===== config.mk =====
export PLATFORM = sky130hd
export DESIGN_NAME = vec_alu
export DESIGN_NICKNAME = d
export VERILOG_FILES = /design/src/design/vec_pkg.sv /design/src/design/vec_alu.sv
export SDC_FILE = /design/constraint.sdc
export NUM_CORES = 1
export LEC_CHECK = 0
export ABC_CLOCK_PERIOD_IN_PS = 19900
export BUFFER_PORTS_ARGS = -buffer_cell sky130_fd_sc_hd__buf_4
export CORE_ASPECT_RATIO = 1.1
export CORE_UTILIZATION = 56
export DETAILED_ROUTE_END_ITERATION = 8
export PLACE_DENSITY = 0.89
export SLEW_MARGIN = 5
export SYNTH_ARGS = -nofsm -noshare
export SYNTH_HDL_FRONTEND = slang
export SYNTH_SLANG_ARGS = --single-unit

===== constraint.sdc =====
create_clock -name clk -period 19.9 [get_ports clk]
set_input_delay 0 -clock clk [delete_from_list [all_inputs] [get_ports clk]]
set_output_delay 0 -clock clk [all_outputs]
set_load 0.05 [all_outputs]

===== src/design/vec_pkg.sv =====
`default_nettype none

package vec_pkg;

    localparam int NUM_VEC = 32;         // architectural vector registers
    localparam int VLEN    = 64;         // bits per vector register
    localparam int VLEN_B  = VLEN / 8;   // bytes per vector register

    typedef logic [31:0]       insn_t;
    typedef logic [VLEN-1:0]   vreg_t;
    typedef logic [4:0]        vaddr_t;
    typedef logic [VLEN_B-1:0] byte_en_t;
    typedef logic [1:0]        sew_t;     // 0=e8 1=e16 2=e32 3=e64
    typedef logic [3:0]        vl_t;      // 0..8 elements
    typedef logic [31:0]       xdata_t;
    typedef logic [5:0]        funct6_t;

    // major opcodes
    localparam logic [6:0] OPC_LOAD  = 7'h07;
    localparam logic [6:0] OPC_STORE = 7'h27;
    localparam logic [6:0] OPC_VEC   = 7'h57;

    // minor types in funct3 of OPC_VEC
    localparam logic [2:0] MNR_IVV = 3'd0;
    localparam logic [2:0] MNR_IVI = 3'd3;
    localparam logic [2:0] MNR_IVX = 3'd4;
    localparam logic [2:0] MNR_CFG = 3'd7;

    localparam funct6_t F6_ADD = 6'h00;
    localparam funct6_t F6_SUB = 6'h02;
    localparam funct6_t F6_AND = 6'h09;
    localparam funct6_t F6_OR  = 6'h0A;
    localparam funct6_t F6_XOR = 6'h0B;

    typedef struct packed {
        logic       is_load;
        logic       is_store;
        logic       is_alu;       // supported arithmetic op only
        logic       is_cfg;       // vsetvli
        logic [2:0] mnr;
        funct6_t    funct6;
        vaddr_t     vd;           // vd, or vs3 for stores
        vaddr_t     vs1;
        vaddr_t     vs2;
        logic [4:0] simm5;
        sew_t       vsew;
        logic       rd_zero;
        logic       rs1_zero;
        logic       uses_vs1;
        logic       uses_vs2;
        logic       uses_vd_src;  // vd read as store data
    } dec_insn_t;

    typedef struct packed {
        logic     valid;
        funct6_t  funct6;
        vaddr_t   vd;
        vreg_t    a;              // vs2
        vreg_t    b;              // vs1, scalar or immediate
        sew_t     sew;
        byte_en_t byte_en;
    } alu_req_t;

endpackage

`default_nettype wire


===== src/design/vec_alu.sv =====
`timescale 1ns/10ps
`default_nettype none

module vec_alu (
    input  logic              clk,
    input  logic              rst_n,
    input  vec_pkg::alu_req_t req,
    output logic              wr_valid,
    output vec_pkg::vaddr_t   wr_addr,
    output vec_pkg::vreg_t    wr_data,
    output vec_pkg::byte_en_t wr_be
);

    logic           is_sub;
    logic [2:0]     lane_mask;  // byte index bits inside one lane
    vec_pkg::vreg_t b_eff;
    vec_pkg::vreg_t sum;
    vec_pkg::vreg_t result;

    assign is_sub = (req.funct6 == vec_pkg::F6_SUB);
    assign b_eff  = is_sub ? ~req.b : req.b;  // a - b as a + ~b + 1

    always_comb begin
        case (req.sew)
            2'd0:    lane_mask = 3'b000;
            2'd1:    lane_mask = 3'b001;
            2'd2:    lane_mask = 3'b011;
            default: lane_mask = 3'b111;
        endcase
    end

    // byte-wide carry chain, restarted at the first byte of every lane
    always_comb begin
        logic       carry;
        logic [8:0] partial;
        carry   = 1'b0;
        partial = '0;
        for (int i = 0; i < vec_pkg::VLEN_B; i++) begin
            if ((3'(i) & lane_mask) == 3'b000) carry = is_sub;
            partial = {1'b0, req.a[i*8 +: 8]} + {1'b0, b_eff[i*8 +: 8]} + {8'd0, carry};
            sum[i*8 +: 8] = partial[7:0];
            carry = partial[8];  // lanes wrap, the last carry is dropped
        end
    end

    always_comb begin
        case (req.funct6)
            vec_pkg::F6_ADD,
            vec_pkg::F6_SUB: result = sum;
            vec_pkg::F6_AND: result = req.a & req.b;
            vec_pkg::F6_OR:  result = req.a | req.b;
            vec_pkg::F6_XOR: result = req.a ^ req.b;
            default:         result = '0;
        endcase
    end

    always_ff @(posedge clk) begin
        if (!rst_n) begin
            wr_valid <= 1'b0;
            wr_be    <= '0;
        end else begin
            wr_valid <= req.valid;
            wr_be    <= req.valid ? req.byte_en : '0;  // regfile writes on be alone
        end
    end

    always_ff @(posedge clk) begin
        if (req.valid) begin
            wr_addr <= req.vd;
            wr_data <= result;
        end
    end

endmodule

`default_nettype wire


# Word level (Yosys, flattened, before mapping)
# Cells that the tools add are included.
[word_totals]
register_bits = 78
input_bits = 152
out_inout_bits = 78
word_cells = 51
[classes]
addsub = 16
n_eq_ne = 6
mux = 10
bitwise = 4
reduce_logical = 11
[ops]
columns = ["cell", "n"]
rows = [
  ["$pmux 64 s4", 1],
  ["$and 64x64->64", 1],
  ["$mux 64", 1],
  ["$not 64->64", 1],
  ["$or 64x64->64", 1],
  ["$xor 64x64->64", 1],
  ["$add 8x8->9", 7],
  ["$add 9x1->9", 7],
  ["$logic_not 3->1", 7],
  ["$eq 6x4->1 const B", 3],
  ["$pmux 3 s3", 1],
  ["$add 8x1->8", 1],
  ["$add 8x8->8", 1],
  ["$mux 1", 7],
  ["$eq 6x2->1 const B", 1],
  ["$logic_not 6->1", 1],
  ["$eq 2x1->1 const B", 1],
  ["$eq 2x2->1 const B", 1],
  ["$logic_not 2->1", 1],
  ["$reduce_and 2->1", 1],
  ["$reduce_or 2->1", 1],
]

# Longest topological paths before layout
# Gate-level depths: netlist of the first run.
[logic_depth]
word_depth = 19
ltp_mapped = 61
mapped_depth_nobuf = 58

# Worst setup path after synthesis of the first run
# No wires, ideal clock.
[synth_path]
path_kind = "in2reg"
startpoint = "input req[144] (netlist bit)"
endpoint = "register wr_data[62] (data pin)"
setup_time_ps = 266
t_arrival_ps = 14335
required_ps = 19634
slack_ps = 5299
cell_stages = 61
path_buffers = 3
cell_sequence = "buf_4 -> nor4b_1 -> nand2_1 -> buf_2 -> buf_2 -> o21ai_1 -> fa_1 -> a211oi_1 -> o21bai_1 -> a21o_1 -> a2111oi_0 -> nor3_1 -> fa_1 -> fa_1 -> a211oi_1 -> o21ai_1 -> and3_1 -> o21ai_1 -> [... 25 more ...] -> o21ba_1 -> o311a_1 -> o21ai_1 -> a31oi_1 -> fa_1 -> fa_1 -> a21o_1 -> o21ba_1 -> o311a_1 -> o21ai_1 -> a21oi_1 -> fa_1 -> fa_1 -> a21oi_1 -> o21ai_0 -> a31oi_1 -> xnor2_1 -> o21ai_1"
[synth_via]
elab_chain_cells = 19
word_cells_on_any_way = 31
classes_between = "add/sub: 16; eq/ne: 4; mux: 9; reduce/logical: 2"
[synth_lines]
columns = ["element", "line_no", "text"]
rows = [
  ["from (decl)", "vec_alu.sv:7", "input vec_pkg::alu_req_t req,"],
  ["$eq 6x2->1", "vec_alu.sv:20, vec_alu.sv:47", ""],
  ["$mux 64", "vec_alu.sv:21", "assign b_eff = is_sub ? ~req.b : req.b;"],
  ["$add 8x8->9", "vec_alu.sv:40", "partial = {1'b0, req.a[i*8 +: 8]} + {1'b0, b_eff[i*8 +: 8]} + {8'd0, carry};"],
  ["$add 9x1->9", "vec_alu.sv:40", ""],
  ["$mux 1", "vec_alu.sv:39", "if ((3'(i) & lane_mask) == 3'b000) carry = is_sub;"],
  ["$add 9x1->9", "vec_alu.sv:40", ""],
  ["$mux 1", "vec_alu.sv:39", ""],
  ["$add 9x1->9", "vec_alu.sv:40", ""],
  ["[... 4 more ...]", "--", ""],
  ["$mux 1", "vec_alu.sv:39", ""],
  ["$add 9x1->9", "vec_alu.sv:40", ""],
  ["$mux 1", "vec_alu.sv:39", ""],
  ["$add 9x1->9", "vec_alu.sv:40", ""],
  ["$mux 1", "vec_alu.sv:39", ""],
  ["$add 8x1->8", "vec_alu.sv:40", ""],
  ["$pmux 64 s4 (*)", "vec_alu.sv:47", "case (req.funct6)"],
  ["via result[62]", "vec_alu.sv:18", "vec_pkg::vreg_t result;"],
  ["to (signal assigned)", "vec_alu.sv:70", "wr_data <= result;"],
  ["to (decl)", "vec_alu.sv:10", "output vec_pkg::vreg_t wr_data,"],
]
# Mark *: on every way through the listed nets, which the timed path passes. The rest lies on a longest branch.
# A chain may end at the register's enable or synchronous reset.

# Worst setup path in the final report of the first run
# Ends and elaborated chain as after synthesis.

==> results of run 1 <==
[sequential cells by signal (all words and copies together) (netlist names)]
signal and count:
wr_be 8, wr_data 64, wr_valid 1, wr_addr 5
[power groups by stage]
stage | Clock (W) | Sequential (W) | Combinational (W)
after floorplan | 0 | 0.000234 | 0.000112
after global placement | 0 | 0.000196 | 0.000221
after detailed placement | 0 | 0.000196 | 0.000230
after CTS | 0.000181 | 0.000193 | 0.000235
after global routing | 0.000187 | 0.000194 | 0.000258
final | 0.000178 | 0.000193 | 0.000236
[worst min path at each step]
stage,from,endpoint,cells after the start
2_1_floorplan,req[138],wr_addr[0],0
3_3_place_gp,req[139],wr_addr[1],1
3_5_place_dp,req[139],wr_addr[1],1
4_1_cts,req[130],wr_data[56],4
5_1_grt,req[90],wr_data[16],4
6_report,req[130],wr_data[56],4
[area by class of cell]
class,instances,area share
Sequential cell,78,0.1937
Inverter,134,0.04325
Timing Repair Buffer,257,0.1706
Tap cell,200,0.02152
Multi-Input combinational cell,700,0.5437
Clock buffer,11,0.02367
Clock inverter,5,0.003551
[critical path: cells and delay by family]
| kind | cells | cell delay, ns |
|---|---|---|
| compound gates | 37 | 6.96 |
| fa+ha+maj | 15 | 6.92 |
| simple gates | 4 | 1.48 |
| buf+inv | 2 | 0.97 |
| xor+xnor | 2 | 0.35 |
[metrics by stage]
stage	hold WS, ns	setup WS (ns)
2_1_floorplan	0.09887	5.299
3_3_place_gp	0.1784	3.391
3_5_place_dp	0.1793	2.935
4_1_cts	0.1257	3.222
5_1_grt	0.1616	2.046
6_report	0.1313	3.198
[cells in the mapped netlist, types with 5 or more instances]
| cell | instances |
|---|---|
| a211oi_1 | 19 |
| a21o_1 | 16 |
| a21oi_1 | 26 |
| a31oi_1 | 7 |
| and3_1 | 11 |
| buf_2 | 13 |
| clkbuf_1 | 20 |
| dfxtp_1 | 9 |
| edfxtp_1 | 69 |
| fa_1 | 15 |
| ha_1 | 183 |
| inv_1 | 134 |
| mux2i_1 | 69 |
| nand2_1 | 30 |
| nor2_1 | 19 |
| nor3_1 | 10 |
| o21ai_0 | 10 |
| o21ai_1 | 50 |
| o21bai_1 | 8 |
| o221ai_1 | 24 |
| o22a_1 | 32 |
| o22ai_1 | 8 |
| o311a_1 | 7 |
| o31ai_1 | 9 |
| or2_2 | 5 |
| xnor2_1 | 68 |
| xor2_1 | 29 |
[metal layers]
metal | up-vias | routed length [um]
li1 | 3859 | -
met1 | 3851 | 9872
met2 | 244 | 12480
met3 | 46 | 1121
met4 | 0 | 586
met5 | - | 0
[logic make-up (layout without fill, tap and decap cells)]
family / Yosys count / count (layout) / share of synthesized area
AOI/OAI and AO/OA: 232 / 232 / 0.1760
adders and majority gates: 198 / 198 / 0.2811
buffers and inverters: 169 / 407 / 0.07102
and+or+nand+nor: 102 / 102 / 0.05785
xor gates and xnor gates: 97 / 97 / 0.09220
DFF: 78 / 78 / 0.2444
muxes: 71 / 71 / 0.07740
==> impl_metrics.ini, run 1 <==
[outcome]
status = finished, final reports clean

[worst_setup_path]
critPathMaxFanout = 35
cp-end-kind = flip-flop
crit_start = req[144]
cp_slowest_cell = nor4b_1
critPathKind = in2reg
cp_common_cell = fa_1
crit_path_max_incr_delay_ns = 0.66
crit_end = wr_data[62]
crit_required_ns = 19.97
cp-start-kind = input pin
critPathArrivalTime_ns = 16.77

[power_and_ir_drop]
vdd_drop_max_mv = 0.03559
p_int_w = 0.0003911
p_comb_frac = 0.389
power.switching_w = 0.0002162
finalPower_w = 0.0006073
switching_share = 0.3560
powerDensity_nw_per_um2 = 52.22
pwr-share-seq = 0.317
clockPowerShare = 0.294
leakage_nw = 5.863

[clock_network]
postCtsResizedCells = 0
cts_sinks = 78
numCtsBuffers = 9
postCtsSetupBuffers = 0
clk_pin_slew_ns = 0.07
clock_path_buffers = 2
root_buffer = clkbuf_16
cts_hold_buffers = 22
cts_tree = built
htree_num_levels = 3

[logic_synthesis]
async_flop_share = 0
synthFlopType = edfxtp_1
synth_fp_nets = 1297
ys_warn_count = 0
synth_edf_count = 69
synth.largest_area_cell = ha_1
synth_area_um2 = 9214
ys_seq_area_frac = 0.2444
syn_inst = 947
synth.top_cell.area_share = 0.2485
ys_seq_elements = 78
avgSynthCellArea_um2 = 9.730
ys_types = 55
synth_area_leaders = ha_1, edfxtp_1, mux2i_1, xnor2_1, inv_1

[die]
ios = 230
dieHeight_um = 136.5
die-area_um2 = 16970
row_count = 48
chipWidth_um = 124.3
core_um2 = 15920
initial_core_util = 0.5789

[finish]
fill_cells = 1136
postLayoutCoreUtil = 0.7307
nets = 1530
design_area_um2 = 11630
multi_input_area_um2 = 6322
n_antenna_cell = 0
drive_gt1_frac = 0.2228
fin_cells = 1385
final_cell_mix = buf_4, ha_1, inv_1, mux2i_1, edfxtp_1
final_common_cell = buf_4
seq_area_um2 = 2252
area_growth_pct = 26.21

[global_routing]
gr-usage-all-layers = 0.2841
grt_pass1_wl_um = 39060
grt_max_degree = 79
grt_use_met2 = 0.5144
grt_overflow = 0
grt_antenna_before_repair = 0
grtUsageMet1 = 0.3309
busiest_layer = met2
grt_pass1_vias = 8299
use_met3 = 0.04691

[placement]
numPlacedInstances = 1347
gp_congestion = 0.8984
place_area_um2 = 11090
portBuffers = 229
dp_hpwl_um = 17130

[timing]
min_period_ns = 16.70
finalSetupViolCount = 0
hold_viol = 0
rsz0062_at_grt = false
period_share = 0.8393
max_slew_margin = 0.2969
worstMarginPinSlew_ns = 1.051
fmax_mhz = 59.87
fin_tns_setup_ns = 0
slew_violations = 0

[drt]
drtIter0Drc = 404
vias = 8000
ant_nets = 0
vias_per_cell = 5.776
post-route-drc-count = 0
routed_wl_um = 24060
avgRoutedWirePerCell_um = 17.37
drtPass1Iterations = 4

[job]
cap_violations = 0

[hold_path]
hp-class = in2reg
No activity file was read; power rests on OpenSTA's default activity.
==> run 2: changes to the inputs <==
--- a/config.mk
+++ b/config.mk
@@ -5,12 +5,13 @@
 export SDC_FILE = /design/constraint.sdc
 export NUM_CORES = 1
 export LEC_CHECK = 0
-export ABC_CLOCK_PERIOD_IN_PS = 19900
+export ABC_AREA = 1
+export ABC_CLOCK_PERIOD_IN_PS = 16270
 export BUFFER_PORTS_ARGS = -buffer_cell sky130_fd_sc_hd__buf_4
 export CORE_ASPECT_RATIO = 1.1
-export CORE_UTILIZATION = 56
+export CORE_UTILIZATION = 55
 export DETAILED_ROUTE_END_ITERATION = 8
-export PLACE_DENSITY = 0.89
+export PLACE_DENSITY = 0.88
 export SLEW_MARGIN = 5
 export SYNTH_ARGS = -nofsm -noshare
 export SYNTH_HDL_FRONTEND = slang
==> constraint.sdc (replaced) <==
create_clock -name clk -period 16.27 [get_ports clk]
set_input_delay 0 -clock clk [delete_from_list [all_inputs] [get_ports clk]]
set_output_delay 0 -clock clk [all_outputs]
set_load 0.05 [all_outputs]
==> impl_metrics.ini, run 2 <==
[outcome]
status = finished, final reports clean

[drt]
drtPass1Iterations = 5
vias_per_cell = 5.428
ant_nets = 0
avgRoutedWirePerCell_um = 15.22
routed_wl_um = 23690
post-route-drc-count = 0
drtIter0Drc = 590
vias = 8446

[placement]
numPlacedInstances = 1527
place_area_um2 = 10910
portBuffers = 229
gp_congestion = 0.8724
dp_hpwl_um = 17550

[logic_synthesis]
synth_top_family_by_area = adder cells
syn_inst = 1123
synth_edf_count = 69
synth_area_um2 = 9062
synthMuxAreaShare = 0
synth_area_leaders = ha_1, edfxtp_1, nand2_1, inv_1, xor2_1
yosys.area_share.adder = 0.2858
synthFlopType = edfxtp_1
synthXorXnorAreaFrac = 0.06572
synth.top_cell.area_share = 0.2527
synth_fp_nets = 1473
synth_compound_area_frac = 0.1381
avgSynthCellArea_um2 = 8.070
synthTopCellsByCount = nand2_1, inv_1, ha_1
ys_seq_area_frac = 0.2485
yosys.area_share.simple = 0.1591
async_flop_share = 0
ys_warn_count = 0
ys_types = 37
yosysMostFrequentCell = nand2_1
ys_seq_elements = 78
synth.largest_area_cell = ha_1

[hold_path]
whs_path_depth = 3
hp-class = in2reg

[job]
cap_violations = 0

[die]
die-area_um2 = 17000
dieHeight_um = 136.6
initial_core_util = 0.5694
row_count = 48
core_um2 = 15920
chipWidth_um = 124.4
ios = 230

[timing]
min_period_ns = 12.47
fmax_mhz = 80.17
hold_ws_ns = 0.009931
hold_viol = 0
slew_violations = 0
max_slew_margin = 0.3490
fin_tns_setup_ns = 0
worstMarginPinSlew_ns = 0.9751
rsz0062_at_grt = false
period_share = 0.7667
finalSetupViolCount = 0

[worst_setup_path]
crit_path_max_incr_delay_ns = 0.45
crit_required_ns = 16.37
critPathKind = in2reg
critPathMaxFanout = 27
cp-end-kind = flip-flop
cp_common_cell = nand2_1
cp-start-kind = input pin
cp_slowest_cell = fa_1
critPathArrivalTime_ns = 12.57

[global_routing]
grt_max_degree = 65
grt_overflow = 0
gr-usage-all-layers = 0.2780
grt_antenna_before_repair = 0
grt_pass1_wl_um = 38400
grt_pass1_vias = 8330

[power_and_ir_drop]
leakage_nw = 5.891
vdd_drop_max_mv = 0.04272
powerDensity_nw_per_um2 = 62.62

[finish]
drive_gt1_frac = 0.2006
n_antenna_cell = 0
largest_reg_flops = 64
reg_top3 = wr_data: 64 flops, wr_be: 8 flops, wr_addr: 5 flops
fin_cells = 1556
postLayoutCoreUtil = 0.7145
top_register = wr_data
design_area_um2 = 11370
final_common_cell = buf_4
area_growth_pct = 25.49
nets = 1701
final_cell_mix = buf_4, nand2_1, inv_1, ha_1, a21oi_1

[clock_network]
cts_tree = built
clock_path_buffers = 2
cts_sinks = 78
root_buffer = clkbuf_16
htree_num_levels = 3
numCtsBuffers = 9
clk_pin_slew_ns = 0.07
postCtsResizedCells = 0
==> run 2: final cells by class <==
type / count / area, um2
multi-input combinational: 812 / 5886
fill: 1234 / 4543
sequential: 78 / 2252
timing repair buffer: 248 / 1894
inverter: 202 / 758.2
clock buffer: 12 / 300.3
tap: 200 / 250.2
clock inverter: 4 / 31.28
==> run 2: repair_timing <==
item                      4_1_cts  5_1_grt
hold buffers                   13        0
hold endpoints to repair       13        0
buffers inserted                0        0
==> run 2: kinds of logic (layout without fill, tap and decap cells) <==
logic type	count (synthesis)	after routing
AOI/OAI and AO/OA	204	204
xor gates and xnor gates	68	68
adders and majority gates	198	198
buffers and inverters	233	466
DFF	78	78
and+or+nand+nor	342	342
==> run 2: layer usage <==
layer,track usage,vias up,part of all wire
met4,0.1185,0,0.030
met3,0.04574,58,0.062
met5,0,-,0
met1,0.3223,3886,0.40
met2,0.5071,321,0.51
li1,-,4181,-
==> run 2: per-stage QoR <==
step	worst slack [ns]	total power, W
after global routing	2.703	0.0007502
after CTS	3.765	0.0007151
final	3.797	0.0007122
after detailed placement	3.508	0.0004885
after global placement	3.846	0.0004795
after floorplan	5.033	0.0003982
==> run 2: where the power goes <==
part | switching, W | internal (W)
clock network | 0.0000905 | 0.000132
logic | 0.000156 | 0.0000977
registers | 0.00000416 | 0.000232
==> run 2: worst paths after layout <==
check  startpoint     endpoint  slack (ns)
max      req[146]  wr_data[62]        3.80
min         rst_n     wr_valid        0.01
==> run 2: critical path, delay by kind of cell <==
family,cells,cell delay (ns)
adder cells (fa/ha/maj),15,6.50
AO/OA/AOI/OAI,11,1.26
buffers and inverters,8,0.66
XOR/XNOR,1,0.31
AND/OR/NAND/NOR,44,3.83
